### src/hdl/rom_load_pkg.sv
////////////////////
// shared types for the ROM loader
// width typedefs and the SDRAM write controller states
////////////////////
`default_nettype none

package rom_load_pkg;

    // byte address as sent by the host, header included
    typedef logic [24:0] ioctl_addr_t;

    // one byte of the ROM image
    typedef logic [7:0] byte_t;

    // word address inside an SDRAM bank, or byte address inside the PROM
    typedef logic [21:0] prog_addr_t;

    // SDRAM data word, two byte lanes
    typedef logic [15:0] word_t;

    // active low lane enables, bit 0 low writes the low byte
    typedef logic [1:0] mask_t;

    // one of the four SDRAM banks
    typedef logic [1:0] bank_t;

    // the write controller waits in SD_WAIT for the write latency to expire
    typedef enum logic [1:0] {SD_IDLE, SD_WAIT, SD_ACK} sdram_state_t;

endpackage

`default_nettype wire

### src/hdl/prom_store.sv
////////////////////
// on-chip PROM, one write and one read port
////////////////////
`timescale 1ns/1ps
`default_nettype none

module prom_store #(
    parameter int PROM_AW = 6
) (
    input  wire logic                        clk,
    input  wire logic                        prom_we,
    input  wire rom_load_pkg::prog_addr_t    waddr,
    input  wire rom_load_pkg::byte_t         wdata,
    input  wire rom_load_pkg::prog_addr_t    raddr,
    output rom_load_pkg::byte_t              rdata
);

    localparam int DEPTH = 1 << PROM_AW;

    rom_load_pkg::byte_t mem [0:DEPTH-1];
    logic [PROM_AW-1:0]  wa;
    logic [PROM_AW-1:0]  ra;

    // only the low address bits select a location, the rest wrap around
    assign wa = waddr[PROM_AW-1:0];
    assign ra = raddr[PROM_AW-1:0];

    ////////////////////
    // write side

    // one byte per strobe from the decoder
    always_ff @(posedge clk) begin
        if (prom_we) begin
            mem[wa] <= wdata;
        end
    end

    ////////////////////
    // read side

    // data follows the address by one cycle
    always_ff @(posedge clk) begin
        rdata <= mem[ra];
    end

endmodule

`default_nettype wire

### config.mk
export PLATFORM = sky130hd
export DESIGN_NAME = prom_store
export DESIGN_NICKNAME = d
export VERILOG_FILES = /design/src/hdl/rom_load_pkg.sv /design/src/hdl/prom_store.sv
export SDC_FILE = /design/constraint.sdc
export NUM_CORES = 1
export LEC_CHECK = 0
export BUFFER_PORTS_ARGS = -buffer_cell sky130_fd_sc_hd__buf_2
export CAP_MARGIN = 20
export CORE_ASPECT_RATIO = 0.7
export CORE_MARGIN = 2
export CORE_UTILIZATION = 38
export DETAILED_ROUTE_END_ITERATION = 10
export PLACE_DENSITY = 0.57
export SLEW_MARGIN = 25
export SYNTH_ARGS = -nofsm -noshare
export SYNTH_HDL_FRONTEND = slang
export SYNTH_SLANG_ARGS = --single-unit
### constraint.sdc
create_clock -name clk -period 4.2 [get_ports clk]
set_input_delay 0.42 -clock clk [delete_from_list [all_inputs] [get_ports clk]]
set_output_delay 0.42 -clock clk [all_outputs]
set_load 0.01 [all_outputs]
==> results.py <==
metrics = {
    "run_status": {
        "status": "complete, no violations",
    },
    "timing": {
        "skew_ns": 0.0161,
        "tightest_slew_ns": 0.984,
        "min_period_ns": 2.51,
        "setup_violations": 0,
        "hold_slack_ns": 0.287,
        "finalHoldViolations": 0,
        "grt_setup_unrepaired": "false",
        "drv_slew": 0,
        "max_clock_freq_ghz": 0.399,
        "setup-tns-final_ns": 0,
        "period_share": 0.597,
        "relSlewSlack": 0.342,
    },
    "worst_setup_path": {
        "ff2ff_path_depth": 5,
        "r2r_setup_slack_ns": 2.16,
        "endpoint_kind": "flop",
        "r2r_start": "mem[29][4]$_DFFE_PP_",
        "worstPathCellList": "clkbuf_8 -> buf_4 -> mux4_2 -> mux2i_1 -> a21oi_1 -> o21ai_0 -> nand2_1",
        "critPathMaxStageDelay_ns": 0.67,
        "critical_path_required_ns": 4.61,
        "criticalPathCategory": "primary input to flop",
        "critPathLaunchType": "primary input",
        "cp_max_fo": 71,
        "crit_slowest_cell": "clkbuf_8",
        "critical_path_arrival_ns": 2.92,
        "regToRegEndpoint": "rdata[4]$_DFF_P_",
    },
    "layout": {
        "final_cells": 1713,
        "areaGrowthSynthToFinish_pct": 11.7,
        "n_fill_cell": 4430,
        "drive_gt1_frac": 0.256,
        "finish.net_count": 1050,
    },
    "logic_synthesis": {
        "ys_ff_latch": 520,
        "netlist_area_mm2": 0.0202,
        "syn_nets": 994,
        "synth_top_area_cell": "edfxtp_1",
        "avgSynthCellArea_um2": 21.5,
        "synthTopCellsByArea": "edfxtp_1, mux4_2, nor2_1",
        "synthFlopType": "edfxtp_1",
        "synth_edf_count": 512,
        "synth_most_common_cell": "edfxtp_1",
        "synth_cell_types": 40,
        "yosysWarningCount": 0,
        "yosys-top-cells-count": "edfxtp_1, mux4_2, nor2_1, mux2i_1, nand2_1",
        "async_reset_ff_frac": 0,
        "yosys.area.top_type_share": 0.762,
        "synthCells": 940,
        "yosysSeqAreaShare": 0.770,
    },
    "pwr": {
        "powerDensity_mw_per_mm2": 460,
        "power.leakage_nw": 6.92,
        "irDropWorstVdd_mv": 0.365,
    },
    "placed_design": {
        "place_congestion": 0.764,
        "dp_hpwl_mm": 28.0,
        "post-place-cells": 1631,
        "io_buffers": 29,
    },
    "clock_tree": {
        "cts_setup_buffers": 0,
        "h-tree-depth": 2,
        "clk_path_buf_depth": 3,
        "ctsHoldBuffers": 0,
        "cts.clk_slew.worst_paths_ns": 0.06,
        "cts_tree": "yes",
        "numClockSinks": 520,
        "cts.repair.resized": 0,
        "clkLatencyLatePin_ns": 0.56,
        "cts_root_buf": "clkbuf_16",
        "cts_buffers": 47,
    },
    "global_route": {
        "grt_overflow": 0,
        "grt_use_total": 0.169,
        "grt_antenna_before_repair": 3,
        "grt_pass1_wl_mm": 67.2,
        "grt_max_degree": 72,
        "grt_pass1_vias": 9482,
    },
    "floorplan": {
        "row_count": 70,
        "core_area_mm2": 0.0523,
        "initial_core_util": 0.386,
        "die_h_um": 197,
        "io_pins": 62,
        "die_area_mm2": 0.0550,
        "die_w_um": 279,
    },
    "routing": {
        "wl_mm": 45.5,
        "drc_errors": 0,
        "vias": 9429,
        "ant_nets": 0,
        "wl_per_cell_um": 26.6,
        "dr.pass1.iters": 5,
        "vias_per_cell": 5.50,
        "drt_iter0_drc": 1191,
    },
    "flow_run": {
        "max_cap_violations": 0,
    },
    "min_path": {
        "hold_start": "raddr[5]",
        "hold_end": "rdata[6]$_DFF_P_",
        "min_path_type": "primary input to flop",
        "min_path_cells": 3,
    },
}
==> flip-flops by register name, summed over array words and instances (netlist names) <==
register	cells
mem	512
rdata	8
==> cell type report <==
cell class	instances	area [µm²]	area share
Tap cell	684	856	0.0380
Clock buffer	65	1330	0.0589
Clock inverter	16	104	0.00461
Multi-Input combinational cell	369	4320	0.192
Timing Repair Buffer	58	389	0.0173
Sequential cell	520	15500	0.690
Antenna cell	1	2.50	0.000111
==> worst max-delay path by stage <==
stage	startpoint	cells past startpoint	endpoint	slack, ns
2_1_floorplan	raddr[1]	7	rdata[3]$_DFF_P_	2.11
3_3_place_gp	raddr[0]	6	rdata[6]$_DFF_P_	1.08
3_5_place_dp	raddr[0]	6	rdata[6]$_DFF_P_	1.08
4_1_cts	raddr[0]	7	rdata[7]$_DFF_P_	1.66
5_1_grt	raddr[0]	7	rdata[1]$_DFF_P_	1.53
6_report	raddr[0]	7	rdata[7]$_DFF_P_	1.69
==> cells in the final DEF (no fill, tap or decap), drive strengths merged, types with 6 or more instances in the layout <==
| cell type | instances |
|---|---|
| edfxtp | 512 |
| dfxtp | 8 |
| a221oi | 6 |
| nor3 | 7 |
| nand2b | 7 |
| nor2 | 83 |
| nor2b | 14 |
| nand2 | 19 |
| o221ai | 8 |
| clkinv | 13 |
| nand3 | 13 |
| mux4 | 126 |
| o22ai | 8 |
| clkbuf | 66 |
| buf | 57 |
| mux2 | 13 |
| mux2i | 23 |
==> metal layers <==
layer	track usage	share of wire	vias up
li1	-	-	4040
met1	0.274	0.49	5032
met2	0.235	0.42	302
met3	0.0358	0.073	55
met4	0.0348	0.016	0
met5	0	0	-
==> stage by stage <==
step           total power, mW  setup WS (ns)  utilization  cell area, µm²
2_1_floorplan             6.17           2.11            -           20200
3_3_place_gp              6.40           1.08        0.403           21100
3_5_place_dp              6.41           1.08        0.403           21100
4_1_cts                   10.5           1.66        0.431           22500
5_1_grt                   10.7           1.53        0.431           22500
6_report                  10.4           1.69        0.431           22500
==> critical path: cells and delay by family <==
kind | cells | cell delay (ns)
AO/OA/AOI/OAI | 2 | 0.30
buffers and inverters | 2 | 1.09
multiplexers | 2 | 0.87
AND/OR/NAND/NOR | 1 | 0.13
==> report_power, final <==
part	internal [mW]	switching, mW	total, mW	leakage, nW
logic	0.200	0.339	0.539	1.54
clock network	2.26	1.81	4.07	0.702
registers	5.74	0.0139	5.76	4.67
==> cell families after synthesis <==
group,synth area share
buf+inv,0.0157
simple gates,0.0339
flops,0.770
compound gates,0.0207
mux,0.159
Note: power is estimated with default switching activity, not from simulation.
