`config.mk`:
```
export PLATFORM = sky130hd
export DESIGN_NAME = header_regs
export DESIGN_NICKNAME = d
export VERILOG_FILES = /design/src/hdl/rom_load_pkg.sv /design/src/hdl/header_regs.sv
export SDC_FILE = /design/constraint.sdc
export NUM_CORES = 1
export LEC_CHECK = 0
export ABC_AREA = 1
export BUFFER_PORTS_ARGS = -buffer_cell sky130_fd_sc_hd__clkbuf_2
export CELL_PAD_IN_SITES_DETAIL_PLACEMENT = 0
export CELL_PAD_IN_SITES_GLOBAL_PLACEMENT = 1
export CORE_ASPECT_RATIO = 1.25
export CORE_UTILIZATION = 39
export DETAILED_ROUTE_END_ITERATION = 8
export PLACE_DENSITY_LB_ADDON = 0.1
export SLEW_MARGIN = 40
export SYNTH_ARGS = -nofsm -noshare
export SYNTH_HDL_FRONTEND = slang
export SYNTH_SLANG_ARGS = --single-unit
```
`constraint.sdc`:
```
create_clock -name clk -period 1.25 [get_ports clk]
set_clock_uncertainty 0.1 [all_clocks]
set_input_delay 0 -clock clk [delete_from_list [all_inputs] [get_ports clk]]
set_output_delay 0 -clock clk [all_outputs]
set_load 0.02 [all_outputs]
```
`src/hdl/rom_load_pkg.sv`:
```
////////////////////
// shared types for the ROM loader
// width typedefs and the SDRAM write controller states
////////////////////
`default_nettype none

package rom_load_pkg;

    // byte address as sent by the host, header included
    typedef logic [24:0] ioctl_addr_t;

    // one byte of the ROM image
    typedef logic [7:0] byte_t;

    // word address inside an SDRAM bank, or byte address inside the PROM
    typedef logic [21:0] prog_addr_t;

    // SDRAM data word, two byte lanes
    typedef logic [15:0] word_t;

    // active low lane enables, bit 0 low writes the low byte
    typedef logic [1:0] mask_t;

    // one of the four SDRAM banks
    typedef logic [1:0] bank_t;

    // the write controller waits in SD_WAIT for the write latency to expire
    typedef enum logic [1:0] {SD_IDLE, SD_WAIT, SD_ACK} sdram_state_t;

endpackage

`default_nettype wire

```
`src/hdl/header_regs.sv`:
```
////////////////////
// header register file and header-complete flag
////////////////////
`timescale 1ns/1ps
`default_nettype none

module header_regs #(
    parameter rom_load_pkg::ioctl_addr_t HEADER = 25'd4,
    parameter int                        HDR_AW = 3
) (
    input  wire logic                        clk,
    input  wire logic                        rst_n,
    input  wire logic                        downloading,
    input  wire logic                        header,
    input  wire logic                        ioctl_wr,
    input  wire rom_load_pkg::ioctl_addr_t   ioctl_addr,
    input  wire rom_load_pkg::byte_t         ioctl_dout,
    input  wire logic [HDR_AW-1:0]           raddr,
    output rom_load_pkg::byte_t              rdata,
    output logic                             hdr_done
);

    rom_load_pkg::byte_t regs [0:(1<<HDR_AW)-1];
    logic                hdr_wr;

    // a header byte is only taken while a load is running
    assign hdr_wr = ioctl_wr && header && downloading;

    always_ff @(posedge clk) begin
        if (hdr_wr) begin
            regs[ioctl_addr[HDR_AW-1:0]] <= ioctl_dout;
        end
        rdata <= regs[raddr];
    end

    // the last header byte marks the header as complete
    always_ff @(posedge clk) begin
        if (!rst_n) begin
            hdr_done <= 1'b0;
        end else if (hdr_wr && (ioctl_addr == HEADER - 1'b1)) begin
            hdr_done <= 1'b1;
        end
    end

endmodule

`default_nettype wire

```
==> results.sh <==
export IMPL_status="complete, no violations"
export IMPL_first_global_vias=1924
export IMPL_hold_viol_final=0
export IMPL_worst_slew_pin_slew_ps=295.3
export IMPL_wl_mm=6.170
export IMPL_drc=0
export IMPL_slew_violations=0
export IMPL_cts_root_buf="clkbuf_8"
export IMPL_worstPathRequired_ps=1410
export IMPL_power_density_nw_per_um2=1338
export IMPL_start_kind="register"
export IMPL_synth_area_top_cells="edfxtp_1, nor2_1, dfxtp_1"
export IMPL_clock_latency_ps=330
export IMPL_yosysWarnings=0
export IMPL_synth_largest_area_cell="edfxtp_1"
export IMPL_netlist_area_leader_share_pct=65.92
export IMPL_grt_pass1_wl_mm=9.880
export IMPL_die_area_um2=7827
export IMPL_relSlewSlack_pct=80.29
export IMPL_start_util_pct=41.04
export IMPL_num_rows=34
export IMPL_p_leak_nw=1.439
export IMPL_seq_area_frac_synth_pct=72.10
export IMPL_antenna_found_initial=0
export IMPL_ios=50
export IMPL_tns_ps=0
export IMPL_cts_sinks=73
export IMPL_period_minus_slack_ps=1191
export IMPL_cts_tree="yes"
export IMPL_ant_nets=0
export IMPL_crit_chain="inv_1, a21oi_1, dlygate4sd3_1"
export IMPL_die_width_um=79.33
export IMPL_vias=2008
export IMPL_grt_max_degree=33
export IMPL_syn_nets=300
export IMPL_synth_avg_cell_area_um2=11.26
export IMPL_crit_path_end_kind="register"
export IMPL_fillers=653
export IMPL_area_growth_pct=23.78
export IMPL_synth_area_um2=2915
export IMPL_grt_use_total_pct=17.62
export IMPL_clockBufferDepth=2
export IMPL_period_share_pct=95.26
export IMPL_slowest_stage="dlygate4sd3_1"
export IMPL_drive_above_1_share_pct=23.89
export IMPL_syn_inst=259
export IMPL_hp_class="primary input to register"
export IMPL_setup_viol=0
export IMPL_fp_dieH_um=98.67
export IMPL_dp_hpwl_mm=4.292
export IMPL_worst_path_max_fanout=2
export IMPL_crit_family="buffers and inverters"
export IMPL_grt_setup_unrepaired="false"
export IMPL_post_place_ws_ps=65.42
export IMPL_cts_buffers_inserted=9
export IMPL_via_per_inst=4.681
export IMPL_synth_cell_types=15
export IMPL_first_pass_iters=4
export IMPL_maxCapViolCount=0
export IMPL_io_buffers=49
export IMPL_nets=375
export IMPL_gp_congestion=0.7528
export IMPL_h_tree_depth=3
export IMPL_crit_type="register to register"
export IMPL_n_antenna_cell=0
export IMPL_arrival_ps=1360
export IMPL_synth_seq_cells=73
export IMPL_crit_path_max_incr_delay_ps=550
export IMPL_vdd_drop_max_mv=0.5357
export IMPL_grt_ovfl_total=0
export IMPL_critPathBufInv=2
export IMPL_max_freq_mhz=839.8
export IMPL_core_area_um2=7104
export IMPL_finalWorstSetupSlack_ps=59.26
export IMPL_wl_per_cell_um=14.38
export IMPL_clkTransAtPathRegs_ps=70
export IMPL_first_iter_violations=179
==> sequential cells by signal (all words and copies together) (netlist names) <==
signal    cells
regs         64
rdata         8
hdr_done      1
==> path summary, 6_finish.rpt <==
kind	slack (ps)	from	cells past startpoint	endpoint
worst max-delay path	60	hdr_done$_SDFFE_PN0P_	3	hdr_done$_SDFFE_PN0P_
worst min-delay path	90	ioctl_addr[2]	3	regs[1][1]$_DFFE_PP_
worst max register to register	60	hdr_done$_SDFFE_PN0P_	3	hdr_done$_SDFFE_PN0P_
worst min register to register	480	regs[5][4]$_DFFE_PP_	4	rdata[4]$_DFF_P_
==> report_power, final <==
part	internal, mW	leakage [nW]	switching, mW
registers	2.70	0.653	0.0117
logic	0.159	0.692	0.245
clock network	0.915	0.0941	0.800
==> worst min-delay path: stages <==
cell and delay [ps]:
clkbuf_2 130, nor3_2 50, buf_4 160
==> placed cells by master (no fill, tap or decap), drive strengths merged <==
cell / synthesis / routed
buf: 9 / 14
dfxtp: 9 / 9
nor2: 66 / 66
edfxtp: 64 / 64
clkbuf: 1 / 61
or2: 1 / 1
a21oi: 1 / 1
bufinv: 0 / 1
o21ai: 48 / 48
clkinv: 0 / 3
inv: 18 / 18
nor3: 2 / 2
dlygate4sd3: 0 / 11
nand2: 38 / 38
nand3: 2 / 2
==> stage by stage <==
step | instances | cell area [µm²] | total power, mW | utilization [%] | hold WS, ps
after floorplan | 259 | 2925 | 2.968 | - | -1.131
after CTS | 429 | 3607 | 4.890 | 50.77 | 71.03
after detailed placement | 402 | 3317 | 3.151 | 46.69 | 104.8
after global placement | 402 | 3317 | 3.151 | 46.69 | 98.90
after global routing | 429 | 3608 | 5.023 | 50.79 | 96.90
final | 429 | 3608 | 4.828 | 50.79 | 90.54
==> metal layers <==
layer  global-route usage [%]  share of wire, %  vias up  wire length, µm
met5                        0                 0        -                0
met4                    8.112               2.0        0              123
met3                    3.333               3.5        7              213
met2                    27.65                47       59             2896
met1                    23.62                48      923             2936
li1                         -                 -     1019                -
==> cell type report <==
cell class	count	area, µm²	share of cell area, %
multi-input combinational	158	671.9	18.62
tap	90	112.6	3.121
clock buffer	12	135.1	3.745
timing repair buffer	74	473.0	13.11
inverter	18	67.56	1.872
sequential	73	2103	58.29
clock inverter	4	45.04	1.248
==> cells by family (layout without fill, tap and decap cells) <==
group	after synthesis	in the layout	synth area share [%]
buf+inv	28	108	5.193
compound gates	49	49	8.412
simple gates	109	109	14.29
flops	73	73	72.10
==> Yosys cell counts <==
master	n
nand2_1	38
clkbuf_4	1
dfxtp_1	9
buf_2	4
or2_2	1
inv_2	1
edfxtp_1	64
nor3_1	2
buf_6	5
inv_1	17
o21ai_1	31
nor2_1	66
a21oi_1	1
o21ai_0	17
nand3_1	2
==> what timing repair did <==
action / 4_1_cts / 5_1_grt
hold endpoints to repair: 73 / 0
buffers inserted: 0 / 0
setup endpoints to repair: 0 / 1
gates resized for setup: 0 / 1
hold buffers: 11 / 0
Note: power is estimated with default switching activity, not from simulation.
