### src/hdl/rom_load_pkg.sv
////////////////////
// shared types for the ROM loader
// width typedefs and the SDRAM write controller states
////////////////////
`default_nettype none

package rom_load_pkg;

    // byte address as sent by the host, header included
    typedef logic [24:0] ioctl_addr_t;

    // one byte of the ROM image
    typedef logic [7:0] byte_t;

    // word address inside an SDRAM bank, or byte address inside the PROM
    typedef logic [21:0] prog_addr_t;

    // SDRAM data word, two byte lanes
    typedef logic [15:0] word_t;

    // active low lane enables, bit 0 low writes the low byte
    typedef logic [1:0] mask_t;

    // one of the four SDRAM banks
    typedef logic [1:0] bank_t;

    // the write controller waits in SD_WAIT for the write latency to expire
    typedef enum logic [1:0] {SD_IDLE, SD_WAIT, SD_ACK} sdram_state_t;

endpackage

`default_nettype wire

### src/hdl/sdram_prog_port.sv
////////////////////
// SDRAM programming port
// four bank word memory written after a fixed latency, with ack
////////////////////
`timescale 1ns/1ps
`default_nettype none

module sdram_prog_port #(
    parameter int BANK_AW = 6,
    parameter int WR_LAT  = 3
) (
    input  wire logic                        clk,
    input  wire logic                        rst_n,
    input  wire rom_load_pkg::prog_addr_t    prog_addr,
    input  wire rom_load_pkg::word_t         prog_data,
    input  wire rom_load_pkg::mask_t         prog_mask,
    input  wire rom_load_pkg::bank_t         prog_ba,
    input  wire logic                        prog_we,
    input  wire rom_load_pkg::bank_t         rba,
    input  wire rom_load_pkg::prog_addr_t    raddr,
    output logic                             sdram_ack,
    output rom_load_pkg::word_t              rdata
);

    localparam int DEPTH = 4 * (1 << BANK_AW);
    localparam int CW    = $clog2(WR_LAT + 1);

    rom_load_pkg::sdram_state_t state;
    logic [CW-1:0]              lat_cnt;
    logic [BANK_AW+1:0]         req_idx;
    rom_load_pkg::word_t        req_data;
    rom_load_pkg::mask_t        req_mask;
    logic                       take;
    logic                       do_write;
    rom_load_pkg::word_t        mem [0:DEPTH-1];

    ////////////////////
    // request FSM

    assign take     = (state == rom_load_pkg::SD_IDLE) && prog_we;
    assign do_write = (state == rom_load_pkg::SD_WAIT) && (lat_cnt == CW'(WR_LAT));

    always_ff @(posedge clk) begin
        if (!rst_n) begin
            state   <= rom_load_pkg::SD_IDLE;
            lat_cnt <= '0;
        end else begin
            case (state)
                rom_load_pkg::SD_IDLE: begin
                    if (prog_we) begin
                        state   <= rom_load_pkg::SD_WAIT;
                        lat_cnt <= CW'(1);
                    end
                end
                rom_load_pkg::SD_WAIT: begin
                    // the count equals the cycles since the request was seen
                    if (do_write) begin
                        state <= rom_load_pkg::SD_ACK;
                    end else begin
                        lat_cnt <= lat_cnt + 1'b1;
                    end
                end
                // prog_we is still high here, so skip straight back to idle
                default: state <= rom_load_pkg::SD_IDLE;
            endcase
        end
    end

    // one cycle acknowledge right after the write
    assign sdram_ack = (state == rom_load_pkg::SD_ACK);

    // the request is copied so that it survives a dropped prog_we
    always_ff @(posedge clk) begin
        if (take) begin
            req_idx  <= {prog_ba, prog_addr[BANK_AW-1:0]};
            req_data <= prog_data;
            req_mask <= prog_mask;
        end
    end

    ////////////////////
    // bank memory

    always_ff @(posedge clk) begin
        if (do_write && !req_mask[0]) begin
            mem[req_idx][7:0] <= req_data[7:0];
        end
        if (do_write && !req_mask[1]) begin
            mem[req_idx][15:8] <= req_data[15:8];
        end
        rdata <= mem[{rba, raddr[BANK_AW-1:0]}];
    end

endmodule

`default_nettype wire
### config.mk
export PLATFORM = sky130hd
export DESIGN_NAME = sdram_prog_port
export DESIGN_NICKNAME = d
export VERILOG_FILES = /design/src/hdl/rom_load_pkg.sv /design/src/hdl/sdram_prog_port.sv
export SDC_FILE = /design/constraint.sdc
export NUM_CORES = 2
export LEC_CHECK = 0
export ABC_AREA = 0
export BUFFER_PORTS_ARGS = -buffer_cell sky130_fd_sc_hd__buf_2
export CAP_MARGIN = 0
export CELL_PAD_IN_SITES_DETAIL_PLACEMENT = 1
export CELL_PAD_IN_SITES_GLOBAL_PLACEMENT = 2
export CORE_ASPECT_RATIO = 1.1
export CORE_MARGIN = 2
export CORE_UTILIZATION = 51
export DETAILED_ROUTE_END_ITERATION = 16
export PLACE_DENSITY = 0.85
export REMOVE_ABC_BUFFERS = 1
export SETUP_SLACK_MARGIN = 0.02
export SLEW_MARGIN = 20
export SYNTH_ARGS = -nofsm -noshare
export SYNTH_HDL_FRONTEND = slang
export SYNTH_SLANG_ARGS = --single-unit
### constraint.sdc
create_clock -name clk -period 4.7 [get_ports clk]
set_clock_uncertainty 0.2 [all_clocks]
set_input_delay 0 -clock clk [delete_from_list [all_inputs] [get_ports clk]]
set_output_delay 0 -clock clk [all_outputs]
set_load 0.005 [all_outputs]
==> results_dict.tcl <==
set metrics [dict create \
    final_util_pct 58.0 \
    synth-seq-cells 4142 \
    clock-sinks 4142 \
    start_util_pct 51.3 \
    numPortBuffers 53 \
    criticalPathCategory "in2reg" \
    grt_max_degree 214 \
    status "completed" \
    tightest_slew_ns 1.28 \
    cp_max_fo 39 \
    ys_warn_count 0 \
    async_reset_ff_share_pct 0 \
    routabilityCongestion 0.867 \
    cts_tree "yes" \
    cp-end-kind "register" \
    rows 216 \
    maxCapViolCount 0 \
    synth_most_common_cell "edfxtp_1" \
    vias 84931 \
    synth_cell_types 67 \
    syn_inst 7802 \
    hp-class "in2reg" \
    power_density_nw_per_um2 423 \
    fin_crit_sh_pct 90.5 \
    cts_inserted_buffers 400 \
    dp_slack_ns 0.474 \
    wl_per_cell_um 36.5 \
    nets 8448 \
    max_freq_ghz 0.235 \
    avgSynthCellArea_um2 20.7 \
    finalWorstSetupSlack_ns 0.445 \
    drtIter0Drc 11375 \
    ys.flop_type "edfxtp_1" \
    leakage_uw 0.0583 \
    drc 0 \
    total_power_uw 77300 \
    vias_per_cell 6.60 \
    synth_edf_count 4122 \
    cp.required_ns 5.29 \
    period_needed_ns 4.26 \
    startpoint_type "input port" \
    peakVddDrop_mv 0.443 \
    die_w_um 541 \
    core_area_um2 315000 \
    arrival_ns 4.84 \
    worstReg2RegStart "mem[34][8]$_DFFE_PP_" \
    h-tree-depth 5 \
    seq_area_frac_synth_pct 76.8 \
    cts.clk_slew.worst_paths_ns 0.06 \
    max_slew_margin_pct 14.8 \
    hold_start "prog_mask[0]" \
    wl_mm 469 \
    yosysTopAreaCell "edfxtp_1" \
    io_pins 86 \
    die_h_um 595 \
    dieArea_um2 322000 \
    ant_nets 0 \
    post_cts_buffers 0 \
    netlist_area_um2 162000 \
    hpwlAfterDp_mm 277 \
    maxSlewViolCount 0 \
    synth_area_leaders "edfxtp_1 77%, mux4_2 11%, mux2i_1 3.3%, nor2_1 1.5%, o221ai_1 0.93%" \
    track_usage_pct 29.2 \
    area_delta_synth_final_pct 13.0 \
    clockBufferDepth 4 \
    dr.pass1.iters 6 \
    grt.overflow.total 0 \
    finalHoldViolations 0 \
    synth_top_area_share_pct 76.5 \
    startpoint "raddr[1]" \
    grt_pass1_wl_mm 670 \
    finalSetupViolCount 0 \
    cts-root-buf "clkbuf_16" \
    synthTopCellsByCount "4122 x edfxtp_1, 822 x mux4_2, 637 x nor2_1, 528 x mux2i_1, 210 x clkbuf_1" \
    antenna_found_initial 28 \
    rsz0062_at_grt "no" \
    clk_latency_ns 0.95 \
    drive_gt1_share_pct 23.7 \
    grt_pass1_vias 89161 \
]
==> critical path, cell delays in order <==
cell and delay [ns]:
dlygate4sd3_1 0.56, buf_8 0.32, buf_12 0.36, buf_12 0.29, mux4_2 0.40, mux4_2 0.60
nor3_1 0.87, a211oi_1 0.38, nand4_1 0.21, dlygate4sd3_1 0.61, nor3_1 0.06
==> metrics by stage <==
stage | setup TNS [ns] | std cells | cell area (um2) | hold slack, ns
after global placement | 0 | 12046 | 169000 | -0.0220
after global routing | 0 | 12856 | 183000 | 0.143
after detailed placement | 0 | 12046 | 169000 | -0.0211
final | 0 | 12863 | 183000 | 0.135
after CTS | 0 | 12851 | 183000 | 0.0827
after floorplan | -14.65 | 7313 | 158000 | -0.101
==> worst paths after layout <==
kind / end / cells after the start / slack [ns]
worst max-delay path: rdata[8]$_DFF_P_ / 11 / 0.44
worst max register to register: rdata[8]$_DFF_P_ / 7 / 0.70
worst min-delay path: req_mask[0]$_DFFE_PP_ / 3 / 0.13
worst min register to register: lat_cnt[1]$_SDFFE_PN0P_ / 2 / 0.40
==> sequential cells by signal (all words and copies together), names as in the netlist <==
register / flops
state: 2
req_idx: 8
mem: 4096
req_data: 16
lat_cnt: 2
rdata: 16
req_mask: 2
==> final cells by class <==
type	count	area, um2
diodes	10	25.0
clock inverters	260	2610
flip-flops and latches	4142	124000
clock buffers	475	10400
well taps	4142	5180
multi-input cells	3165	34400
inverters	6	35.0
fillers	26616	132000
repair buffers	663	5910
==> power breakdown <==
group / switching (uW) / internal [uW]
combinational: 2650 / 1310
clock: 14000 / 18500
sequential: 101 / 40700
total: 16800 / 60500
==> metal layers <==
metal	routed length, um	up-vias	track usage, %
met2	234000	5226	48.1
met3	42300	1140	5.13
met5	115	-	0
met1	164000	44925	37.1
li1	-	33622	-
met4	28300	18	15.4
==> cells by family (layout without fill, tap and decap cells) <==
group / Yosys count / count (layout) / share of synthesized area [%]
DFF: 4142 / 4142 / 76.8
muxes: 1402 / 1402 / 15.4
and+or+nand+nor: 1114 / 1114 / 2.96
AOI/OAI and AO/OA: 648 / 648 / 2.83
buffers and inverters: 495 / 1404 / 2.06
adders and majority gates: 1 / 1 / 0.00774
other: 0 / 10 / 0
==> cells in the final DEF, fill, tap and decap left out, drive strengths merged, types with 11 or more instances in the layout <==
cell type    synthesis  routed
mux2                22      22
nand2              162     162
mux4               852     852
a2111oi             11      11
clkbuf             210     476
nand3               49      49
inv                  6      17
nand2b              13      13
clkinvlp             0      15
nor3               144     144
a221oi              24      24
mux2i              528     528
dlygate4sd3          0      70
nor4                39      39
o21ai               46      46
bufinv               0      49
dfxtp               20      20
o22ai              135     135
buf                279     592
nor2               637     637
o221ai             171     171
a211oi              49      49
nor2b               17      17
a22oi               25      25
clkinv               0     185
a21oi              135     135
a22o                12      12
edfxtp            4122    4122
==> timing repair <==
action / CTS / global route
hold buffers: 70 / 0
endpoints found under the hold margin: 68 / 0
gates resized for setup: 0 / 0
Note: power is estimated with default switching activity, not from simulation.
