[src/hdl/rom_load_pkg.sv]
////////////////////
// shared types for the ROM loader
// width typedefs and the SDRAM write controller states
////////////////////
`default_nettype none

package rom_load_pkg;

    // byte address as sent by the host, header included
    typedef logic [24:0] ioctl_addr_t;

    // one byte of the ROM image
    typedef logic [7:0] byte_t;

    // word address inside an SDRAM bank, or byte address inside the PROM
    typedef logic [21:0] prog_addr_t;

    // SDRAM data word, two byte lanes
    typedef logic [15:0] word_t;

    // active low lane enables, bit 0 low writes the low byte
    typedef logic [1:0] mask_t;

    // one of the four SDRAM banks
    typedef logic [1:0] bank_t;

    // the write controller waits in SD_WAIT for the write latency to expire
    typedef enum logic [1:0] {SD_IDLE, SD_WAIT, SD_ACK} sdram_state_t;

endpackage

`default_nettype wire

[src/hdl/rom_dwnld.sv]
////////////////////
// ROM download decoder
// splits the host byte stream into header, PROM and SDRAM bank writes
////////////////////
`timescale 1ns/1ps
`default_nettype none

module rom_dwnld #(
    parameter rom_load_pkg::ioctl_addr_t PROM_START = 25'd64,
    parameter rom_load_pkg::ioctl_addr_t BA1_START  = 25'd16,
    parameter rom_load_pkg::ioctl_addr_t BA2_START  = 25'd32,
    parameter rom_load_pkg::ioctl_addr_t BA3_START  = 25'd48,
    parameter rom_load_pkg::ioctl_addr_t HEADER     = 25'd4,
    parameter bit                        SWAB       = 1'b0
) (
    input  wire logic                        clk,
    input  wire logic                        rst_n,
    input  wire logic                        downloading,
    input  wire rom_load_pkg::ioctl_addr_t   ioctl_addr,
    input  wire rom_load_pkg::byte_t         ioctl_dout,
    input  wire logic                        ioctl_wr,
    input  wire logic                        sdram_ack,
    output rom_load_pkg::prog_addr_t         prog_addr,
    output rom_load_pkg::word_t              prog_data,
    output rom_load_pkg::mask_t              prog_mask,
    output rom_load_pkg::bank_t              prog_ba,
    output logic                             prog_we,
    output logic                             prom_we,
    output logic                             header,
    output logic                             ioctl_ready
);

    rom_load_pkg::ioctl_addr_t part_addr;
    rom_load_pkg::ioctl_addr_t offset;
    rom_load_pkg::ioctl_addr_t eff_addr;
    rom_load_pkg::bank_t       bank;
    rom_load_pkg::byte_t       data_byte;
    logic                      is_prom;
    logic                      accept;

    ////////////////////
    // address decoding

    // the header sits in front of the image and is not counted in the part address
    assign header    = downloading && (ioctl_addr < HEADER);
    assign part_addr = ioctl_addr - HEADER;
    assign is_prom   = part_addr >= PROM_START;
    assign accept    = ioctl_wr && downloading && !header;

    always_comb begin
        // highest bank whose start is not above the byte
        if (part_addr >= BA3_START) begin
            bank = 2'd3;
        end else if (part_addr >= BA2_START) begin
            bank = 2'd2;
        end else if (part_addr >= BA1_START) begin
            bank = 2'd1;
        end else begin
            bank = 2'd0;
        end
        case (bank)
            2'd1:    offset = BA1_START;
            2'd2:    offset = BA2_START;
            2'd3:    offset = BA3_START;
            default: offset = '0;
        endcase
        eff_addr = part_addr - offset;
    end

    ////////////////////
    // write strobes

    always_ff @(posedge clk) begin
        if (!rst_n) begin
            prog_we <= 1'b0;
            prom_we <= 1'b0;
        end else begin
            // PROM writes need no handshake, so the strobe lasts one cycle
            prom_we <= accept && is_prom;
            // the SDRAM request stays up until the controller acknowledges it
            if (sdram_ack || !downloading) begin
                prog_we <= 1'b0;
            end
            if (accept && !is_prom) begin
                prog_we <= 1'b1;
            end
        end
    end

    // address, data and lane select of the byte being written
    always_ff @(posedge clk) begin
        if (accept) begin
            data_byte <= ioctl_dout;
            // odd bytes land in the low lane unless the pair is swapped
            prog_mask <= (eff_addr[0] ^ SWAB) ? 2'b10 : 2'b01;
            if (is_prom) begin
                prog_addr <= part_addr[21:0];
            end else begin
                prog_addr <= eff_addr[22:1];
                prog_ba   <= bank;
            end
        end
    end

    // the byte goes on both halves and the mask picks the lane
    assign prog_data = {2{data_byte}};

    // the host waits while an SDRAM request is pending
    assign ioctl_ready = !prog_we;

endmodule

`default_nettype wire

[config.mk]
export PLATFORM = sky130hd
export DESIGN_NAME = rom_dwnld
export DESIGN_NICKNAME = d
export VERILOG_FILES = /design/src/hdl/rom_load_pkg.sv /design/src/hdl/rom_dwnld.sv
export SDC_FILE = /design/constraint.sdc
export NUM_CORES = 1
export LEC_CHECK = 0
export ABC_AREA = 1
export BUFFER_PORTS_ARGS = -buffer_cell sky130_fd_sc_hd__clkbuf_2
export CAP_MARGIN = 20
export CORE_MARGIN = 2
export CORE_UTILIZATION = 40
export DETAILED_ROUTE_END_ITERATION = 10
export HOLD_SLACK_MARGIN = 0.08
export PLACE_DENSITY = 0.74
export SETUP_SLACK_MARGIN = 0.05
export SLEW_MARGIN = 20
export SYNTH_ARGS = -nofsm -noshare
export SYNTH_HDL_FRONTEND = slang
export SYNTH_SLANG_ARGS = --single-unit
[constraint.sdc]
create_clock -name clk -period 4.55 [get_ports clk]
set_input_delay 0.6825 -clock clk [delete_from_list [all_inputs] [get_ports clk]]
set_output_delay 0.6825 -clock clk [all_outputs]
set_load 0.03 [all_outputs]
==> impl_metrics.py <==
metrics = {
    "floorplan": {
        "rows": 27,
        "coreArea_mm2": 0.00561,
        "die_y_um": 80.9,
        "die_w_um": 80.9,
        "start_util": 0.421,
        "die_area_mm2": 0.00654,
        "pin_count": 84,
    },
    "placement": {
        "place_hpwl_um": 4450,
        "dp.cells": 442,
        "finalWeightedCongestion": 0.869,
        "io_buffers": 83,
    },
    "timing": {
        "tightest_slew_ns": 0.414,
        "fin_crit_ns": 3.36,
        "finClkSkew_ns": 0,
        "fmax_ghz": 0.297,
        "finalSetupTns_ns": 0,
        "relSlewSlack": 0.724,
        "final_max_slew_viol_count": 0,
        "setup-violations-final": 0,
        "rsz0062_at_grt": "false",
        "fin_crit_sh": 0.739,
        "hold_viol": 0,
    },
    "worst_setup_path": {
        "end_kind": "register",
        "critPathKind": "input port to register",
        "rr_worst_depth": 2,
        "critPathLaunchType": "input port",
        "critPathMaxFanout": 9,
        "cp_data_arrival_time_ns": 3.50,
        "cp.required_ns": 4.69,
    },
    "clocking": {
        "clk_pin_slew_ns": 0.06,
        "cts_buffers": 5,
        "cts_sinks": 36,
        "cts_setup_buffers": 0,
        "cts.path.max_buffers": 2,
        "h-tree-depth": 2,
        "cts_tree": "built",
        "cts_hold_buf": 0,
        "clock_latency_ns": 0.27,
        "cts-root-buf": "clkbuf_8",
        "post_cts_resized": 0,
    },
    "power": {
        "peakVddDrop_mv": 0.149,
        "power.density_mw_per_mm2": 264,
        "power.leakage_nw": 1.44,
    },
    "global_routing": {
        "grt_max_degree": 36,
        "grt_overflow": 0,
        "grt_pass1_wl_um": 8500,
        "groute.usage.overall": 0.167,
        "grt_pass1_vias": 1891,
        "antenna_found_initial": 0,
    },
    "cells_and_area": {
        "fillerInstances": 580,
        "drive_gt1_frac": 0.325,
        "multiInputGateArea_mm2": 0.00106,
        "layout_commonest_cell": "nand2_1",
        "stdcell_count": 450,
        "synthToLayoutAreaGrowth_pct": 22.7,
        "mostFrequentLayoutCells": "nand2_1 (91), clkbuf_2 (83), nor2_1 (41)",
        "seq_area_mm2": 0.00106,
        "num_antenna_cells": 0,
        "nets": 419,
    },
    "logic_synthesis": {
        "syn_area_mm2": 0.00236,
        "avgSynthCellArea_um2": 8.03,
        "synth_seq_cells": 36,
        "ys_seq_area_frac": 0.449,
        "ys_types": 28,
        "synthCells": 294,
        "syn_nets": 336,
        "ys_warn_count": 0,
    },
    "route": {
        "drtIter0Drc": 159,
        "wl_per_cell_um": 11.6,
        "drc_errors": 0,
        "finalWirelength_um": 5210,
        "antenna_left": 0,
        "dr.pass1.iters": 4,
        "viasPerCell": 4.70,
        "num_vias": 2114,
    },
    "run_status": {
        "status": "completed",
    },
    "run": {
        "cap_violations": 0,
    },
    "hold_path": {
        "hp-class": "register to register",
        "hold_path_depth": 2,
    },
}
-- cell usage after synthesis (all sizes together) --
cell    count  share of area
a21oi       1         0.0021
buf         8          0.025
clkinv      1         0.0016
dfxtp       2          0.017
edfxtp     34           0.43
fa          1         0.0085
ha          3          0.016
inv        47          0.075
nand2      93           0.15
nand3      17          0.051
nand3b      3         0.0095
nand4      14          0.050
nor2       56           0.12
nor3        3         0.0064
o21ai       3         0.0064
or2         1         0.0026
xnor2       4          0.015
xor2        3          0.014
-- final cells by class --
| type | count | share of cell area |
|---|---|---|
| Multi-Input combinational cell | 202 | 0.367 |
| Sequential cell | 36 | 0.366 |
| Timing Repair Buffer | 84 | 0.146 |
| Inverter | 48 | 0.0622 |
| Tap cell | 72 | 0.0311 |
| Clock buffer | 7 | 0.0263 |
| Clock inverter | 1 | 0.00130 |
-- power breakdown --
part | switching, W | total [W] | internal (W)
clock network | 0.0000973 | 0.000204 | 0.000106
logic | 0.000122 | 0.000171 | 0.0000493
registers | 0.00000582 | 0.000391 | 0.000385
-- metrics by stage --
stage          cell area, um2  setup WS (ns)  hold slack (ns)  utilization  power, W
2_1_floorplan            2360           1.30            0.616            -  0.000516
3_3_place_gp             2820           1.04            0.495        0.502  0.000567
3_5_place_dp             2820          0.863            0.510        0.502  0.000571
4_1_cts                  2900           1.16            0.519        0.517  0.000772
5_1_grt                  2900          0.884            0.558        0.517  0.000804
6_report                 2900           1.19            0.511        0.517  0.000766
-- worst paths after layout --
path,from,endpoint,slack [ns]
worst max-delay path,ioctl_addr[2],prog_addr[21],1.19
worst min-delay path,prog_we,prog_we,0.51
worst max register to register,prog_we,prog_we,3.92
worst min register to register,prog_we,prog_we,0.51
-- kinds of logic (layout without fill, tap and decap cells) --
group	count (synthesis)	after routing	share of synthesized area
AOI/OAI and AO/OA	4	4	0.00847
and+or+nand+nor	187	187	0.387
adders and majority gates	4	4	0.0244
xor gates and xnor gates	7	7	0.0291
DFF	36	36	0.449
buffers and inverters	56	140	0.102
-- worst max-delay path, cell delays in order --
cell      delay [ns]
clkbuf_2        0.09
inv_1           0.13
ha_1            0.22
nand2_2         0.13
nor2_2          0.21
nand2_1         0.11
o21ai_1         0.12
nand2_1         0.10
inv_2           0.06
nand2_2         0.08
nor2_4          0.19
nand3_4         0.17
nor2_4          0.14
inv_2           0.06
fa_1            0.44
xnor2_1         0.27
nand4_4         0.19
nand2_1         0.11
-- metal layers --
| layer | global-route usage | wire (um) | vias to the layer above |
|---|---|---|---|
| li1 | - | - | 1093 |
| met1 | 0.217 | 2280 | 945 |
| met2 | 0.282 | 2560 | 69 |
| met3 | 0.0256 | 292 | 7 |
| met4 | 0.0610 | 78 | 0 |
| met5 | 0 | 0 | - |
-- state kept, by name, summed over array words and instances (netlist names) --
signal,count
prog_mask,2
prog_addr,22
data_byte,8
prog_ba,2
prom_we,1
prog_we,1
(Power assumes the default switching activity.)
